<file path="config.mk">
export PLATFORM = sky130hd
export DESIGN_NAME = batch_joiner_top
export DESIGN_NICKNAME = d
export VERILOG_FILES = /design/src/joiner_pkg.sv /design/src/channel_joiner.sv /design/src/lane_merge_arb.sv /design/src/batch_sequencer.sv /design/src/batch_joiner_top.sv
export SDC_FILE = /design/constraint.sdc
export NUM_CORES = 1
export LEC_CHECK = 0
export BUFFER_PORTS_ARGS = -buffer_cell sky130_fd_sc_hd__buf_4
export CORE_UTILIZATION = 38
export CTS_CLUSTER_DIAMETER = 60
export DETAILED_ROUTE_END_ITERATION = 12
export GPL_TIMING_DRIVEN = 0
export HOLD_SLACK_MARGIN = 0.15
export PLACE_DENSITY = 0.89
export RECOVER_POWER = 25
export SYNTH_ARGS = -nofsm -noshare
export SYNTH_HDL_FRONTEND = slang
export SYNTH_SLANG_ARGS = --single-unit
</file>
<file path="constraint.sdc">
create_clock -name clk -period 1.9 [get_ports clk]
set_input_delay 0.285 -clock clk [delete_from_list [all_inputs] [get_ports clk]]
set_output_delay 0.285 -clock clk [all_outputs]
set_load 0.005 [all_outputs]
</file>
<file path="src/joiner_pkg.sv">
package joiner_pkg;

  // Number of input channels feeding one lane
  localparam int CHANNELS = 4;

  // Number of lanes in a batch
  localparam int BATCH_SIZE = 2;

  // Stream data width in bits
  localparam int DATA_W = 16;

  // One keep bit per data byte
  localparam int KEEP_W = (DATA_W + 7) / 8;

  // Lane tag carried on every merged beat
  localparam int LANE_W = (BATCH_SIZE > 1) ? $clog2(BATCH_SIZE) : 1;

  // Index of the channel a lane is currently forwarding
  localparam int CH_W = (CHANNELS > 1) ? $clog2(CHANNELS) : 1;

  // One beat on a channel or lane stream
  typedef struct packed {
    logic [DATA_W-1:0] data;
    logic [KEEP_W-1:0] keep;
    logic              last;
  } in_beat_t;

  // One beat on the merged output, tagged with its source lane
  typedef struct packed {
    logic [DATA_W-1:0] data;
    logic [KEEP_W-1:0] keep;
    logic              last;
    logic [LANE_W-1:0] lane;
  } out_beat_t;

endpackage

</file>
<file path="src/channel_joiner.sv">
`timescale 1ns/10ps

module channel_joiner
  import joiner_pkg::*;
(
  input  logic                clk,
  input  logic                rst,
  input  logic                lane_start,
  input  logic [CHANNELS-1:0] use_channels,
  input  logic                lane_lock,
  input  logic                interrupt,
  input  in_beat_t            in_beat [CHANNELS],
  input  logic [CHANNELS-1:0] in_valid,
  output logic [CHANNELS-1:0] in_ready,
  output in_beat_t            lane_beat,
  output logic                lane_valid,
  input  logic                lane_ready,
  output logic                lane_busy,
  output logic                lane_done,
  output logic                lane_error
);

  typedef enum logic [1:0] {
    ST_IDLE,
    ST_RUN,
    ST_DONE
  } state_t;

  state_t              state;
  logic [CHANNELS-1:0] chan_mask;
  logic [CH_W-1:0]     cur_ch;
  logic [CHANNELS-1:0] mask_nxt;
  logic [CHANNELS-1:0] scan;
  logic [CH_W-1:0]     first_ch;
  logic                final_ch;
  logic                live;
  logic                pkt_end;

  // Channels still owed after the one being forwarded
  always_comb begin
    mask_nxt = chan_mask;
    mask_nxt[cur_ch] = 1'b0;
  end

  assign final_ch = (mask_nxt == '0);

  // One encoder serves both the start and the hop to the next channel
  assign scan = (state == ST_IDLE) ? use_channels : mask_nxt;

  always_comb begin
    first_ch = '0;
    for (int i = CHANNELS - 1; i >= 0; i--) begin
      if (scan[i]) begin
        first_ch = CH_W'(i);
      end
    end
  end

  // Traffic stops as soon as an interrupt is seen
  assign live = (state == ST_RUN) && !interrupt;

  // Route the current channel, keeping last only on the final one
  always_comb begin
    lane_beat = in_beat[cur_ch];
    lane_beat.last = in_beat[cur_ch].last & final_ch;
    lane_valid = live & in_valid[cur_ch];
    in_ready = '0;
    in_ready[cur_ch] = live & lane_ready;
  end

  assign pkt_end = lane_valid & lane_ready & in_beat[cur_ch].last;

  assign lane_busy = (state == ST_RUN);

  always_ff @(posedge clk) begin
    if (rst) begin
      state      <= ST_IDLE;
      chan_mask  <= '0;
      cur_ch     <= '0;
      lane_done  <= 1'b0;
      lane_error <= 1'b0;
    end else begin
      lane_done  <= 1'b0;
      lane_error <= 1'b0;
      case (state)
        ST_IDLE: begin
          if (lane_start) begin
            if (use_channels == '0) begin
              // Nothing to join
              lane_error <= 1'b1;
            end else begin
              state     <= ST_RUN;
              chan_mask <= use_channels;
              cur_ch    <= first_ch;
            end
          end
        end
        ST_RUN: begin
          if (interrupt) begin
            lane_error <= 1'b1;
            state      <= ST_IDLE;
          end else if (pkt_end) begin
            chan_mask <= mask_nxt;
            cur_ch    <= first_ch;
            if (final_ch) begin
              lane_done <= 1'b1;
              state     <= ST_DONE;
            end
          end
        end
        ST_DONE: begin
          // Wait here while other lanes of the batch finish
          if (!lane_lock) begin
            state <= ST_IDLE;
          end
        end
        default: begin
          state <= ST_IDLE;
        end
      endcase
    end
  end

endmodule

</file>
<file path="src/lane_merge_arb.sv">
`timescale 1ns/10ps

module lane_merge_arb
  import joiner_pkg::*;
(
  input  logic                  clk,
  input  logic                  rst,
  input  in_beat_t              lane_beat [BATCH_SIZE],
  input  logic [BATCH_SIZE-1:0] lane_valid,
  output logic [BATCH_SIZE-1:0] lane_ready,
  output out_beat_t             out_beat,
  output logic                  out_valid,
  input  logic                  out_ready
);

  logic              grant_vld;
  logic [LANE_W-1:0] grant;
  logic [LANE_W-1:0] pick;
  logic              xfer;

  // Lowest lane with data pending wins
  always_comb begin
    pick = '0;
    for (int i = BATCH_SIZE - 1; i >= 0; i--) begin
      if (lane_valid[i]) begin
        pick = LANE_W'(i);
      end
    end
  end

  // Output follows the granted lane with no added delay
  always_comb begin
    out_beat.data = lane_beat[grant].data;
    out_beat.keep = lane_beat[grant].keep;
    out_beat.last = lane_beat[grant].last;
    out_beat.lane = grant;
    out_valid = grant_vld & lane_valid[grant];
    lane_ready = '0;
    lane_ready[grant] = grant_vld & out_ready;
  end

  assign xfer = out_valid & out_ready;

  // Grant stays on one lane for a whole packet
  always_ff @(posedge clk) begin
    if (rst) begin
      grant_vld <= 1'b0;
      grant     <= '0;
    end else if (!grant_vld) begin
      if (|lane_valid) begin
        grant_vld <= 1'b1;
        grant     <= pick;
      end
    end else if (xfer && out_beat.last) begin
      grant_vld <= 1'b0;
    end
  end

endmodule

</file>
<file path="src/batch_sequencer.sv">
`timescale 1ns/10ps

module batch_sequencer
  import joiner_pkg::*;
(
  input  logic                  clk,
  input  logic                  rst,
  input  logic                  start,
  input  logic [BATCH_SIZE-1:0] use_lanes,
  input  logic [BATCH_SIZE-1:0] lane_busy,
  input  logic [BATCH_SIZE-1:0] lane_done,
  input  logic [BATCH_SIZE-1:0] lane_error,
  output logic [BATCH_SIZE-1:0] lane_start,
  output logic [BATCH_SIZE-1:0] lane_lock,
  output logic                  operation_busy,
  output logic                  operation_complete,
  output logic                  operation_error
);

  logic                  active;
  logic [BATCH_SIZE-1:0] pending;
  logic [BATCH_SIZE-1:0] finished;
  logic [BATCH_SIZE-1:0] pending_nxt;
  logic [BATCH_SIZE-1:0] finished_nxt;
  logic                  all_done;
  logic                  lane_fail;
  logic                  cfg_error;
  logic                  accept;

  // Start only counts while no operation is running
  assign accept = start & ~active;
  assign lane_start = {BATCH_SIZE{accept}} & use_lanes;

  assign pending_nxt  = pending & ~lane_done;
  assign finished_nxt = finished | lane_done;
  assign all_done     = active & (pending_nxt == '0);
  assign lane_fail    = active & (|lane_error);

  // Finished lanes hold until the whole batch is through or aborted
  assign lane_lock = (active && !all_done && !lane_fail) ? finished_nxt : '0;

  assign operation_error = cfg_error | lane_fail;
  assign operation_busy  = active | (|lane_busy);

  always_ff @(posedge clk) begin
    if (rst) begin
      active             <= 1'b0;
      pending            <= '0;
      finished           <= '0;
      cfg_error          <= 1'b0;
      operation_complete <= 1'b0;
    end else begin
      cfg_error          <= 1'b0;
      operation_complete <= 1'b0;
      if (!active) begin
        if (start) begin
          if (use_lanes == '0) begin
            cfg_error <= 1'b1;
          end else begin
            active   <= 1'b1;
            pending  <= use_lanes;
            finished <= '0;
          end
        end
      end else if (lane_fail) begin
        // Error wins over a completion in the same cycle
        active <= 1'b0;
      end else if (all_done) begin
        active             <= 1'b0;
        operation_complete <= 1'b1;
      end else begin
        pending  <= pending_nxt;
        finished <= finished_nxt;
      end
    end
  end

endmodule

</file>
<file path="src/batch_joiner_top.sv">
`timescale 1ns/10ps

module batch_joiner_top
  import joiner_pkg::*;
(
  input  logic                                clk,
  input  logic                                rst,
  input  logic                                start,
  input  logic [CHANNELS-1:0]                 use_channels,
  input  logic [BATCH_SIZE-1:0]               use_lanes,
  input  logic                                interrupt,
  input  in_beat_t                            in_beat [BATCH_SIZE][CHANNELS],
  input  logic [BATCH_SIZE-1:0][CHANNELS-1:0] in_valid,
  output logic [BATCH_SIZE-1:0][CHANNELS-1:0] in_ready,
  output out_beat_t                           out_beat,
  output logic                                out_valid,
  input  logic                                out_ready,
  output logic                                operation_busy,
  output logic                                operation_complete,
  output logic                                operation_error,
  output logic                                transmission
);

  in_beat_t              lane_beat [BATCH_SIZE];
  logic [BATCH_SIZE-1:0] lane_valid;
  logic [BATCH_SIZE-1:0] lane_ready;
  logic [BATCH_SIZE-1:0] lane_start;
  logic [BATCH_SIZE-1:0] lane_lock;
  logic [BATCH_SIZE-1:0] lane_busy;
  logic [BATCH_SIZE-1:0] lane_done;
  logic [BATCH_SIZE-1:0] lane_error;
  logic                  arb_rst;

  for (genvar l = 0; l < BATCH_SIZE; l++) begin : g_lane
    channel_joiner u_lane (
      .clk          (clk),
      .rst          (rst),
      .lane_start   (lane_start[l]),
      .use_channels (use_channels),
      .lane_lock    (lane_lock[l]),
      .interrupt    (interrupt),
      .in_beat      (in_beat[l]),
      .in_valid     (in_valid[l]),
      .in_ready     (in_ready[l]),
      .lane_beat    (lane_beat[l]),
      .lane_valid   (lane_valid[l]),
      .lane_ready   (lane_ready[l]),
      .lane_busy    (lane_busy[l]),
      .lane_done    (lane_done[l]),
      .lane_error   (lane_error[l])
    );
  end

  // An aborted operation leaves a truncated packet, so drop its grant
  assign arb_rst = rst | operation_error;

  lane_merge_arb u_arb (
    .clk        (clk),
    .rst        (arb_rst),
    .lane_beat  (lane_beat),
    .lane_valid (lane_valid),
    .lane_ready (lane_ready),
    .out_beat   (out_beat),
    .out_valid  (out_valid),
    .out_ready  (out_ready)
  );

  batch_sequencer u_seq (
    .clk                (clk),
    .rst                (rst),
    .start              (start),
    .use_lanes          (use_lanes),
    .lane_busy          (lane_busy),
    .lane_done          (lane_done),
    .lane_error         (lane_error),
    .lane_start         (lane_start),
    .lane_lock          (lane_lock),
    .operation_busy     (operation_busy),
    .operation_complete (operation_complete),
    .operation_error    (operation_error)
  );

  assign transmission = out_valid & out_ready;

endmodule

</file>
After elaboration in Yosys (flattened, before gate mapping)
Index checks and enable logic that the tools add are counted.
{"block": "word_totals", "reg_bits": 29, "inputBits": 171, "out_inout_bits": 33, "wordCells": 215}
{"block": "classes", "magnitude_cmp": 9, "n_eq_ne": 21, "mux": 94, "bitwise": 40, "reduce_logical": 34}
{"cell": "$mux 19", "count": 7}
{"cell": "$bmux 19 s2", "count": 2}
{"cell": "$mux 2", "count": 38}
{"cell": "$mux 4", "count": 9}
{"cell": "$mux 1", "count": 25}
{"cell": "$ne 2x2->1 const B", "count": 12}
{"cell": "$reduce_and 5->1", "count": 4}
{"cell": "$and 1x1->1", "count": 16}
{"cell": "$and 4x4->4", "count": 4}
{"cell": "$pmux 4 s2", "count": 2}
{"cell": "$logic_not 4->1", "count": 3}
{"cell": "$ne 3x3->1 const B", "count": 4}
{"cell": "$pmux 2 s3", "count": 2}
{"cell": "$logic_and 1x1->1", "count": 8}
{"cell": "$logic_not 2->1", "count": 4}
{"cell": "$not 4->4", "count": 2}
{"cell": "$pmux 2 s2", "count": 2}
{"cell": "$reduce_or 4->1", "count": 2}
{"cell": "$not 1->1", "count": 7}
{"cell": "$and 2x2->2", "count": 3}
{"cell": "$ge 3x3->1 const B", "count": 2}
{"cell": "$lt 2x3->1 const B", "count": 2}
{"cell": "$not 2->3", "count": 2}
{"cell": "$reduce_bool 2->1", "count": 3}
{"cell": "20 further kinds", "count": 33}

Longest topological paths before layout
Gate-level depths: netlist of the first run.
{"block": "logic_depth", "word_depth": 14, "mapped_depth": 7}

Cells and area by module
A second synthesis of the first run with hierarchy kept.
{"block": "hier_totals", "cells_unflattened": 293, "area_unflattened_um2": 3012.9}
{"mod": "channel_joiner", "instances": 2, "cells_per_inst": 108, "area_per_inst_um2": 1148.6, "seq_area_each_um2": 200.2}
{"mod": "lane_merge_arb", "instances": 1, "cells_per_inst": 37, "area_per_inst_um2": 352.8, "seq_area_each_um2": 40.0}
{"mod": "batch_sequencer", "instances": 1, "cells_per_inst": 38, "area_per_inst_um2": 350.3, "seq_area_each_um2": 140.1}
{"mod": "batch_joiner_top", "instances": 1, "cells_per_inst": 2, "area_per_inst_um2": 12.5, "seq_area_each_um2": 0.0}

Least setup slack after synthesis of the first run
No wires, ideal clock.
{"block": "synth_timing", "path_type": "register -> output", "from": "register g_lane[1].u_lane.cur_ch[0]", "to": "output port out_beat[10] (netlist name)", "arrival_ns": 1.693, "required_ns": 1.615, "setup_slack_ns": -0.078, "stages_incl_launch_ff": 5, "n_path_buf": 2, "cell_sequence": "dfxtp_1 -> buf_2 -> buf_2 -> mux4_2 -> mux2_2"}
{"element": "from (decl)", "line_no": "channel_joiner.sv:31", "text": "logic [CH_W-1:0] cur_ch;"}
{"element": "from (signal assigned)", "line_no": "channel_joiner.sv:94", "text": "cur_ch <= first_ch;"}
{"element": "from (signal assigned)", "line_no": "channel_joiner.sv:104", "text": "cur_ch <= first_ch;"}
{"element": "to (decl)", "line_no": "batch_joiner_top.sv:15", "text": "output out_beat_t out_beat,"}

==> results of run 1 <==
-- power groups by stage --
stage / clock (uW) / sequential [uW] / combinational, uW
2_1_floorplan: 0 / 666 / 372
3_3_place_gp: 0 / 672 / 781
3_5_place_dp: 0 / 674 / 799
4_1_cts: 507 / 660 / 864
5_1_grt: 540 / 669 / 977
6_report: 505 / 665 / 915
-- placed cells by master, fill, tap and decap left out, drive strengths merged, types with 3 or more instances in the layout --
| cell type | synthesis | final |
|---|---|---|
| o32ai | 4 | 4 |
| or3b | 3 | 3 |
| nor3b | 11 | 11 |
| o21ai | 14 | 14 |
| mux2i | 4 | 4 |
| a31oi | 7 | 7 |
| a22oi | 3 | 3 |
| a21oi | 10 | 10 |
| nor2 | 20 | 20 |
| clkbuf | 10 | 20 |
| nor2b | 8 | 8 |
| nand2b | 13 | 13 |
| o2bb2ai | 4 | 4 |
| o22ai | 5 | 5 |
| nand2 | 24 | 24 |
| a211oi | 4 | 4 |
| inv | 7 | 7 |
| or4 | 3 | 3 |
| dfxtp | 29 | 29 |
| mux2 | 16 | 16 |
| nor3 | 9 | 9 |
| nand3 | 4 | 4 |
| or2 | 4 | 4 |
| mux4 | 40 | 40 |
| buf | 11 | 225 |
-- area by class of cell --
cell class / instances / area (um2)
well taps: 99 / 124
inverters: 7 / 26.3
clock inverters: 3 / 17.5
multi-input cells: 230 / 2350
plain buffers: 21 / 200
repair buffers: 219 / 1700
fillers: 545 / 2170
clock buffers: 5 / 68.8
flip-flops and latches: 29 / 591
-- worst max-delay path: stages, from the launching register on --
cell,delay (ns)
dfxtp_4,0.36
buf_8,0.12
buf_4,0.13
buf_4,0.12
mux4_2,0.49
mux2_4,0.28
buf_6,0.11
-- timing repair --
item / CTS / global route
pin swaps: 8 / 9
setup buffers: 11 / 7
setup endpoints to repair: 29 / 41
hold buffers: 0 / 0
resized for setup: 54 / 38
cloned: 1 / 2
-- final timing paths --
kind,startpoint,end,slack [ns],cells after the start
min reg2reg,u_seq.finished[1],u_seq.finished[1],0.51,2
max reg2reg,u_seq.active,u_seq.pending[0],0.04,5
min,use_lanes[0],u_seq.cfg_error,0.17,2
max,g_lane[1].u_lane.cur_ch[0],out_beat[17],-0.30,6
-- cells by family (layout without fill, tap and decap cells) --
kind of cell    Yosys count  count (layout)  synth area share
simple gates            108             108             0.210
compound gates           62              62             0.150
mux                      60              60             0.391
flops                    29              29             0.203
buf+inv                  28             255            0.0463
-- routing by layer --
layer,GRT usage,wire length [um],share of wire
met3,0.110,1250,0.10
met4,0.104,276,0.023
met5,0,0,0
met2,0.548,6210,0.52
met1,0.334,4250,0.35
-- sequential cells by signal (all words and copies together) (netlist names), 2 cells and up --
signal / cells
g_lane.u_lane.cur_ch: 4
g_lane.u_lane.chan_mask: 8
u_seq.pending: 2
g_lane.u_lane.state: 4
u_seq.finished: 2
g_lane.u_lane.lane_done: 2
g_lane.u_lane.lane_error: 2
-- per-stage QoR --
step                worst slack, ns  total power, uW  cell area [um2]  TNS [ns]  cells
global placement             -0.304             1450             4520     -4.75    589
detailed placement           -0.308             1470             4520     -5.33    589
CTS                          -0.296             2030             4870     -5.65    609
finish                       -0.300             2090             5080     -4.90    613
floorplan                    0.0153             1040             2870         0    287
global route                 -0.353             2190             5080     -6.41    613
==> flow_metrics.env, run 1 <==
export IMPL_status="complete, but fails checks"
export IMPL_violations="negative setup slack"
export IMPL_synthArstFlopShare=0
export IMPL_dr_pass1_iters=5
export IMPL_drt_initial_drc_count=209
export IMPL_post_drt_via_cell_ratio=5.80
export IMPL_combPwrFrac=0.439
export IMPL_final_layout_size_suffix_gt1_frac=0.665
export IMPL_clk_path_buf_depth=2
export IMPL_synth_enable_flop_cells=0
export IMPL_hp_class="in -> reg"
export IMPL_p_int_uw=1460
export IMPL_clock_skew_ns=0.00537
export IMPL_post_route_util=0.701
export IMPL_nets=684
export IMPL_rsz0062_at_grt="true"
export IMPL_yosys_area_top_type="mux4_2"
export IMPL_ys_types=51
export IMPL_num_rows=31
export IMPL_clock_root_buffer="clkbuf_8"
export IMPL_cts_tree="done"
export IMPL_arrival_ns=1.92
export IMPL_syn_inst=287
export IMPL_max_freq_mhz=455
export IMPL_die_y_um=88.9
export IMPL_ir_drop_mv=0.211
export IMPL_synth_seq_cells=29
export IMPL_syn_avg_cell_area_um2=9.99
export IMPL_wl_per_cell_um=19.6
export IMPL_pwr_share_seq=0.319
export IMPL_synth_top_cell_area_share=0.314
export IMPL_syn_num_nets=458
export IMPL_finalCriticalPeriod_ns=2.20
export IMPL_static_leakage_power_uw=0.00215
export IMPL_grt_antenna_before_repair=0
export IMPL_fp_dieW_um=88.9
export IMPL_core_area_um2=7250
export IMPL_syn_area_um2=2870
export IMPL_drv_cap=0
export IMPL_cp_required_ns=1.62
export IMPL_crit_path_end_kind="primary output"
export IMPL_grt_overflow=0
export IMPL_antenna_cells=0
export IMPL_powerDensity_nw_per_um2=410
export IMPL_ys_top_cells_by_count="mux4_2 (40), dfxtp_1 (29), nand2_1 (24), nor2_1 (20), mux2_2 (16)"
export IMPL_numCtsBuffers=5
export IMPL_synth_warnings=0
export IMPL_clock_power_share=0.242
export IMPL_io_pins=204
export IMPL_drt_total_wl_um=12000
export IMPL_hold_viol=0
export IMPL_path_class="reg -> out"
export IMPL_drv_slew=0
export IMPL_postRouteAntennaNets=0
export IMPL_p_sw_uw=622
export IMPL_drc=0
export IMPL_grt_use_total=0.306
export IMPL_dieArea_um2=7890
export IMPL_worst_pin_slew_ns=0.601
export IMPL_port_buffers=203
export IMPL_place_hpwl_um=9380
export IMPL_synth_area_top_cells="mux4_2 (31%), dfxtp_1 (20%), mux2_2 (6.3%)"
export IMPL_synth_main_ff_cell="dfxtp_1"
export IMPL_first_global_vias=3678
export IMPL_area_growth_pct=77.3
export IMPL_cts_htree_levels=2
export IMPL_grt_max_degree=11
export IMPL_yosysMostFrequentCell="mux4_2"
export IMPL_start_util=0.395
export IMPL_cts_sinks=29
export IMPL_sw_frac_of_total=0.298
export IMPL_grt_pass1_wl_um=17900
export IMPL_max_slew_margin=0.599
export IMPL_clkTransAtPathRegs_ns=0.07
export IMPL_start_kind="flop"
export IMPL_vias=3558
export IMPL_period_share=1.16
export IMPL_setup_viol=21
export IMPL_setup_slack_ns=-0.300
export IMPL_clk_latency_ns=0.29
export IMPL_worstPathMaxFanout=6
export IMPL_place_congestion=0.903
export IMPL_synth_yosys_seq_area_share=0.203
export IMPL_holdWs_ns=0.171
(Power assumes the default switching activity.)
==> inputs of run 2 (changes only) <==
--- a/config.mk
+++ b/config.mk
@@ -6,13 +6,14 @@
 export NUM_CORES = 1
 export LEC_CHECK = 0
 export BUFFER_PORTS_ARGS = -buffer_cell sky130_fd_sc_hd__buf_4
-export CORE_UTILIZATION = 38
+export CORE_UTILIZATION = 43
 export CTS_CLUSTER_DIAMETER = 60
 export DETAILED_ROUTE_END_ITERATION = 12
 export GPL_TIMING_DRIVEN = 0
 export HOLD_SLACK_MARGIN = 0.15
-export PLACE_DENSITY = 0.89
+export PLACE_DENSITY = 0.93
 export RECOVER_POWER = 25
 export SYNTH_ARGS = -nofsm -noshare
 export SYNTH_HDL_FRONTEND = slang
+export SYNTH_HIERARCHICAL = 1
 export SYNTH_SLANG_ARGS = --single-unit
==> constraint.sdc (replaced) <==
create_clock -name clk -period 2.1 [get_ports clk]
set_input_delay 0.315 -clock clk [delete_from_list [all_inputs] [get_ports clk]]
set_output_delay 0.315 -clock clk [all_outputs]
set_load 0.005 [all_outputs]
==> flow_metrics.env, run 2 <==
export IMPL_place_congestion=0.979
export IMPL_finalNonFillerCells=618
export IMPL_clock_skew_ns=0.00380
export IMPL_cts_sinks=29
export IMPL_drc=0
export IMPL_clkTransAtPathRegs_ns=0.07
export IMPL_cp_required_ns=1.78
export IMPL_synth_enable_flop_cells=0
export IMPL_wl_per_cell_um=20.8
export IMPL_syn_area_um2=3010
export IMPL_numCtsBuffers=5
export IMPL_dp_cells=592
export IMPL_ir_drop_mv=0.468
export IMPL_worstPathMaxFanout=5
export IMPL_powerDensity_nw_per_um2=391
export IMPL_reg2reg_slack_ns=0.08
export IMPL_place_area_um2=4660
export IMPL_crit_path_end_kind="primary output"
export IMPL_holdPathEnd="u_seq/cfg_error"
export IMPL_die_y_um=85.7
export IMPL_synth_top_cell_area_share=0.299
export IMPL_finalCriticalPeriod_ns=2.27
export IMPL_yosysMostFrequentCell="mux4_2"
export IMPL_synth_area_top_cells="mux4_2 (30%), dfxtp_1 (19%), mux2_2 (7.5%)"
export IMPL_synthArstFlopShare=0
export IMPL_start_util=0.443
export IMPL_grt_antenna_before_repair=0
export IMPL_reg2regPathDepth=7
export IMPL_drt_total_wl_um=12900
export IMPL_grt_max_degree=11
export IMPL_rsz0062_at_grt="true"
export IMPL_fillCellCount=455
export IMPL_dieArea_um2=7350
export IMPL_postLayoutCellArea_um2=5090
export IMPL_post_drt_via_cell_ratio=5.92
export IMPL_core_area_um2=6790
export IMPL_static_leakage_power_uw=0.00216
export IMPL_port_buffers=203
export IMPL_max_freq_mhz=441
export IMPL_clk_path_buf_depth=2
export IMPL_arrival_ns=1.95
export IMPL_ys_top_cells_by_count="mux4_2 (40), dfxtp_1 (29), mux2_2 (20), nor2_1 (20), nand3_1 (16)"
export IMPL_final_layout_size_suffix_gt1_frac=0.636
export IMPL_syn_inst=293
export IMPL_worstHoldStart="use_lanes[1]"
export IMPL_clock_root_buffer="clkbuf_8"
export IMPL_top_register="g_lane.u_lane/chan_mask"
export IMPL_place_hpwl_um=10200
export IMPL_status="complete, but fails checks"
export IMPL_final_common_cell="buf_4"
export IMPL_area_growth_pct=68.9
export IMPL_grt_pass1_wl_um=19200
export IMPL_period_share=1.08
export IMPL_min_delay_path_depth=2
export IMPL_synth_yosys_seq_area_share=0.193
export IMPL_max_slew_margin=0.676
export IMPL_drt_initial_drc_count=207
export IMPL_synth_main_ff_cell="dfxtp_1"
export IMPL_first_global_vias=3652
export IMPL_largest_reg_flops=8
export IMPL_dr_pass1_iters=5
export IMPL_grt_overflow=0
export IMPL_cts_tree="done"
export IMPL_syn_num_nets=464
export IMPL_drv_cap=0
export IMPL_worst_pin_slew_ns=0.487
export IMPL_yosys_area_top_type="mux4_2"
export IMPL_setup_viol=21
export IMPL_worstSetupStartpoint="g_lane[0].u_lane/cur_ch[0]"
export IMPL_antenna_cells=0
export IMPL_synth_seq_cells=29
export IMPL_vias=3658
export IMPL_fp_dieW_um=85.7
export IMPL_io_pins=204
export IMPL_num_rows=30
export IMPL_ys_types=50
export IMPL_hold_viol=0
export IMPL_top_regs="g_lane.u_lane/chan_mask x8, g_lane.u_lane/cur_ch x4, g_lane.u_lane/state x4"
export IMPL_drv_slew=0
export IMPL_start_kind="flop"
export IMPL_final_cell_mix="buf_4 (215), mux4_2 (40), dfxtp_1 (26)"
export IMPL_cts_htree_levels=2
export IMPL_postRouteAntennaNets=0
export IMPL_hp_class="in -> reg"
export IMPL_grt_use_total=0.344
export IMPL_clk_latency_ns=0.29
export IMPL_r2r_start="g_lane[1].u_lane/cur_ch[0]"
export IMPL_ctsHoldBuffers=0
export IMPL_path_class="reg -> out"
export IMPL_violations="negative setup slack"
export IMPL_nets=692
export IMPL_setup_slack_ns=-0.168
export IMPL_synth_warnings=6
export IMPL_syn_avg_cell_area_um2=10.3
export IMPL_r2r_end="u_arb/grant_vld"
-- run 2: cell types whose count changed in the layout (fill, tap and decap cells not counted), moves of 4 or more --
| cell | previous run | this run |
|---|---|---|
| buf_4 | 207 | 215 |
| nor2b_1 | 6 | 1 |
| mux2_2 | 13 | 19 |
| buf_6 | 11 | 18 |
| o211ai_1 | 1 | 12 |
| nand2_1 | 20 | 10 |
| o2bb2ai_1 | 4 | 0 |
| and2_1 | 0 | 5 |
| nand3_1 | 2 | 16 |
| a21oi_1 | 9 | 14 |
| clkbuf_4 | 6 | 2 |
| o21ai_0 | 9 | 3 |
-- run 2: final cells by class --
class / instances / area (um2) / share of cell area
sequential: 29 / 589 / 0.116
inverter: 6 / 22.5 / 0.00442
clock buffer: 6 / 82.6 / 0.0162
multi-input combinational: 234 / 2300 / 0.452
timing repair buffer: 221 / 1700 / 0.334
buffer: 24 / 238 / 0.0467
clock inverter: 2 / 37.5 / 0.00737
tap: 96 / 120 / 0.0236
-- run 2: layer usage --
metal  routed length, um  global-route usage  part of all wire
met1                4760               0.399              0.37
met2                6570               0.617              0.51
met3                1110              0.0808             0.086
met4                 434               0.126             0.034
met5                   0                   0                 0
-- run 2: power breakdown --
| group | internal [uW] | total, uW | switching, uW |
|---|---|---|---|
| sequential | 570 | 590 | 19.6 |
| combinational | 499 | 789 | 290 |
| clock | 385 | 609 | 224 |
| total | 1450 | 1990 | 534 |
-- run 2: kinds of logic (layout without fill, tap and decap cells) --
family,count (synthesis),count (layout),synth area share
compound gates,61,61,0.150
simple gates,109,109,0.214
flops,29,29,0.193
buf+inv,30,259,0.0561
mux,64,64,0.387
-- run 2: through the flow --
step	setup slack [ns]	total power [uW]	TNS (ns)	hold WS, ns	util
after floorplan	0.148	928	0	0.392	-
after global placement	-0.327	1300	-4.90	0.463	0.685
after detailed placement	-0.359	1320	-5.75	0.482	0.685
after CTS	-0.176	1950	-2.42	0.208	0.728
after global routing	-0.193	2060	-3.22	0.209	0.749
final	-0.168	1990	-2.31	0.209	0.749
-- run 2: how the worst max path moves through the flow --
stage,to,cells after the start
6_report,out_beat[1],7
5_1_grt,out_beat[1],7
4_1_cts,transmission,7
3_5_place_dp,out_beat[6],5
3_3_place_gp,out_beat[6],5
2_1_floorplan,out_beat[10],4
-- run 2: critical path, stage by stage (launching register included) --
cell and delay, ns:
dfxtp_4 0.35, buf_8 0.12, buf_6 0.11, mux4_2 0.50, and2_1 0.18, mux2i_1 0.18
inv_1 0.07, buf_4 0.14
-- run 2: what timing repair did --
action / CTS / global route
buffers inserted: 11 / 8
cloned: 0 / 0
gates resized for setup: 32 / 25
pin swaps: 4 / 2
hold endpoints to repair: 0 / 0
endpoints found under the setup margin: 23 / 24
==> inputs of run 3 (changes only) <==
--- a/config.mk
+++ b/config.mk
@@ -13,6 +13,7 @@
 export HOLD_SLACK_MARGIN = 0.15
 export PLACE_DENSITY = 0.93
 export RECOVER_POWER = 25
+export REMOVE_ABC_BUFFERS = 1
 export SYNTH_ARGS = -nofsm -noshare
 export SYNTH_HDL_FRONTEND = slang
 export SYNTH_HIERARCHICAL = 1
==> flow_metrics.env, run 3 (synthesis gave the netlist of run 2 again) <==
export IMPL_vias=3691
export IMPL_powerDensity_nw_per_um2=371
export IMPL_grt_max_degree=33
export IMPL_r2r_start="g_lane[0].u_lane/cur_ch[0]"
export IMPL_fp_dieW_um=85.7
export IMPL_area_growth_pct=67.9
export IMPL_cp_required_ns=1.78
export IMPL_cts_htree_levels=2
export IMPL_clock_root_buffer="clkbuf_8"
export IMPL_start_util=0.443
export IMPL_worstSetupStartpoint="g_lane[0].u_lane/cur_ch[0]"
export IMPL_reg2reg_slack_ns=0.01
export IMPL_path_class="reg -> out"
export IMPL_grt_overflow=0
export IMPL_final_common_cell="buf_4"
export IMPL_dr_pass1_iters=5
export IMPL_start_kind="flop"
export IMPL_busiest_layer="met2"
export IMPL_use_met3=0.0982
export IMPL_crit_chain="buf_12 > or4_4 > o22ai_2 > and2_4 > mux2i_2 > inv_1 > buf_6"
export IMPL_r2r_end="u_arb/grant_vld"
export IMPL_grt_antenna_before_repair=2
export IMPL_reg2regPathDepth=7
export IMPL_drv_cap=0
export IMPL_core_area_um2=6790
export IMPL_ctsHoldBuffers=0
export IMPL_first_global_vias=3614
export IMPL_setup_slack_ns=-0.163
export IMPL_post_drt_via_cell_ratio=6.01
export IMPL_finalCriticalPeriod_ns=2.26
export IMPL_wl_per_cell_um=22.3
export IMPL_io_pins=204
export IMPL_drc=0
export IMPL_clock_skew_ns=0.00493
export IMPL_worstPathMaxFanout=5
export IMPL_crit_path_end_kind="primary output"
export IMPL_use_met1=0.396
export IMPL_num_rows=30
export IMPL_static_leakage_power_uw=0.00213
export IMPL_path_delay_family="simple AND/OR/NAND/NOR gates"
export IMPL_status="complete, but fails checks"
export IMPL_cts_tree="done"
export IMPL_slowest_delay_ns=0.48
export IMPL_nets=687
export IMPL_rsz0062_at_grt="true"
export IMPL_largest_reg_flops=8
export IMPL_clk_latency_ns=0.29
export IMPL_dieArea_um2=7350
export IMPL_grt_use_total=0.352
export IMPL_holdWs_ns=0.228
export IMPL_clkTransAtPathRegs_ns=0.06
export IMPL_place_hpwl_um=9990
export IMPL_arrival_ns=1.95
export IMPL_max_freq_mhz=442
export IMPL_fillCellCount=468
export IMPL_hp_class="in -> reg"
export IMPL_drt_total_wl_um=13700
export IMPL_period_share=1.08
export IMPL_worst_pin_slew_ns=0.463
export IMPL_cts_sinks=29
export IMPL_die_y_um=85.7
export IMPL_cp_num_cells=7
export IMPL_drv_slew=0
export IMPL_final_layout_size_suffix_gt1_frac=0.657
export IMPL_top_register="g_lane.u_lane/chan_mask"
export IMPL_numCtsBuffers=5
export IMPL_grtUsageMet2=0.619
export IMPL_cp_slowest_cell="or4_4"
export IMPL_clk_path_buf_depth=2
export IMPL_place_congestion=0.911
export IMPL_postRouteAntennaNets=0
export IMPL_pre_cts_ws_ns=-0.605
export IMPL_grt_pass1_wl_um=19200
export IMPL_crit_end="out_beat[1]"
export IMPL_violations="negative setup slack"
export IMPL_port_buffers=203
export IMPL_ir_drop_mv=0.443
export IMPL_max_slew_margin=0.692
export IMPL_final_cell_mix="buf_4 (224), mux4_2 (40), mux2_2 (20), dfxtp_1 (20), nor2_1 (18)"
export IMPL_hold_viol=0
export IMPL_cp_buffers_inverters=3
export IMPL_drt_initial_drc_count=246
export IMPL_setup_viol=20
export IMPL_top_regs="g_lane.u_lane/chan_mask x8, g_lane.u_lane/cur_ch x4, g_lane.u_lane/state x4"
==> run 3: cell count changes in the layout (fill, tap and decap cells not counted), sizes merged <==
cell	before	now
bufinv	1	0
clkbuf	12	8
clkinvlp	1	0
diode	0	2
==> run 3: worst min path at each step <==
stage                           startpoint                         end  cells after the start
after global routing          use_lanes[1]             u_seq/cfg_error                      2
after global placement    u_seq/pending[0]            u_seq/pending[0]                      2
final                         use_lanes[1]             u_seq/cfg_error                      2
after CTS                     use_lanes[0]             u_seq/cfg_error                      2
after detailed placement  u_seq/pending[1]            u_seq/pending[1]                      2
after floorplan                        rst  g_lane[0].u_lane/cur_ch[0]                      1
==> run 3: through the flow <==
stage	util	std cells	total power [uW]	instance area (um2)	setup TNS (ns)
CTS	0.736	608	1850	5000	-0.953
floorplan	-	269	907	2870	-10.55
finish	0.744	614	1870	5060	-0.957
global placement	0.664	568	1290	4510	-30.40
detailed placement	0.664	568	1310	4510	-7.59
global route	0.744	613	1940	5050	-2.11
==> run 3: final cells by class <==
| class | count | area, um2 | area share |
|---|---|---|---|
| clock buffer | 7 | 86.3 | 0.0171 |
| tap | 96 | 120 | 0.0238 |
| timing repair buffer | 240 | 1910 | 0.377 |
| sequential | 29 | 614 | 0.121 |
| multi-input combinational | 234 | 2300 | 0.455 |
| antenna | 2 | 5.00 | 0.000990 |
| inverter | 6 | 22.5 | 0.00445 |
==> run 3: per-layer routing <==
| layer | vias up | part of all wire |
|---|---|---|
| met5 | - | 0 |
| met4 | 0 | 0.047 |
| met3 | 50 | 0.11 |
| met2 | 243 | 0.50 |
| met1 | 1777 | 0.35 |
| li1 | 1621 | - |
==> run 3: power by group <==
part           switching, uW  leakage [uW]  internal (uW)
Combinational            290       0.00184            515
Clock                    212     0.0000443            259
Sequential              32.8      0.000243            565
==> run 3: timing repair <==
| action | CTS | global route |
|---|---|---|
| gates resized for setup | 34 | 12 |
| setup endpoints to repair | 46 | 22 |
| pin swaps | 8 | 2 |
| hold endpoints to repair | 0 | 0 |
| buffers inserted | 33 | 4 |
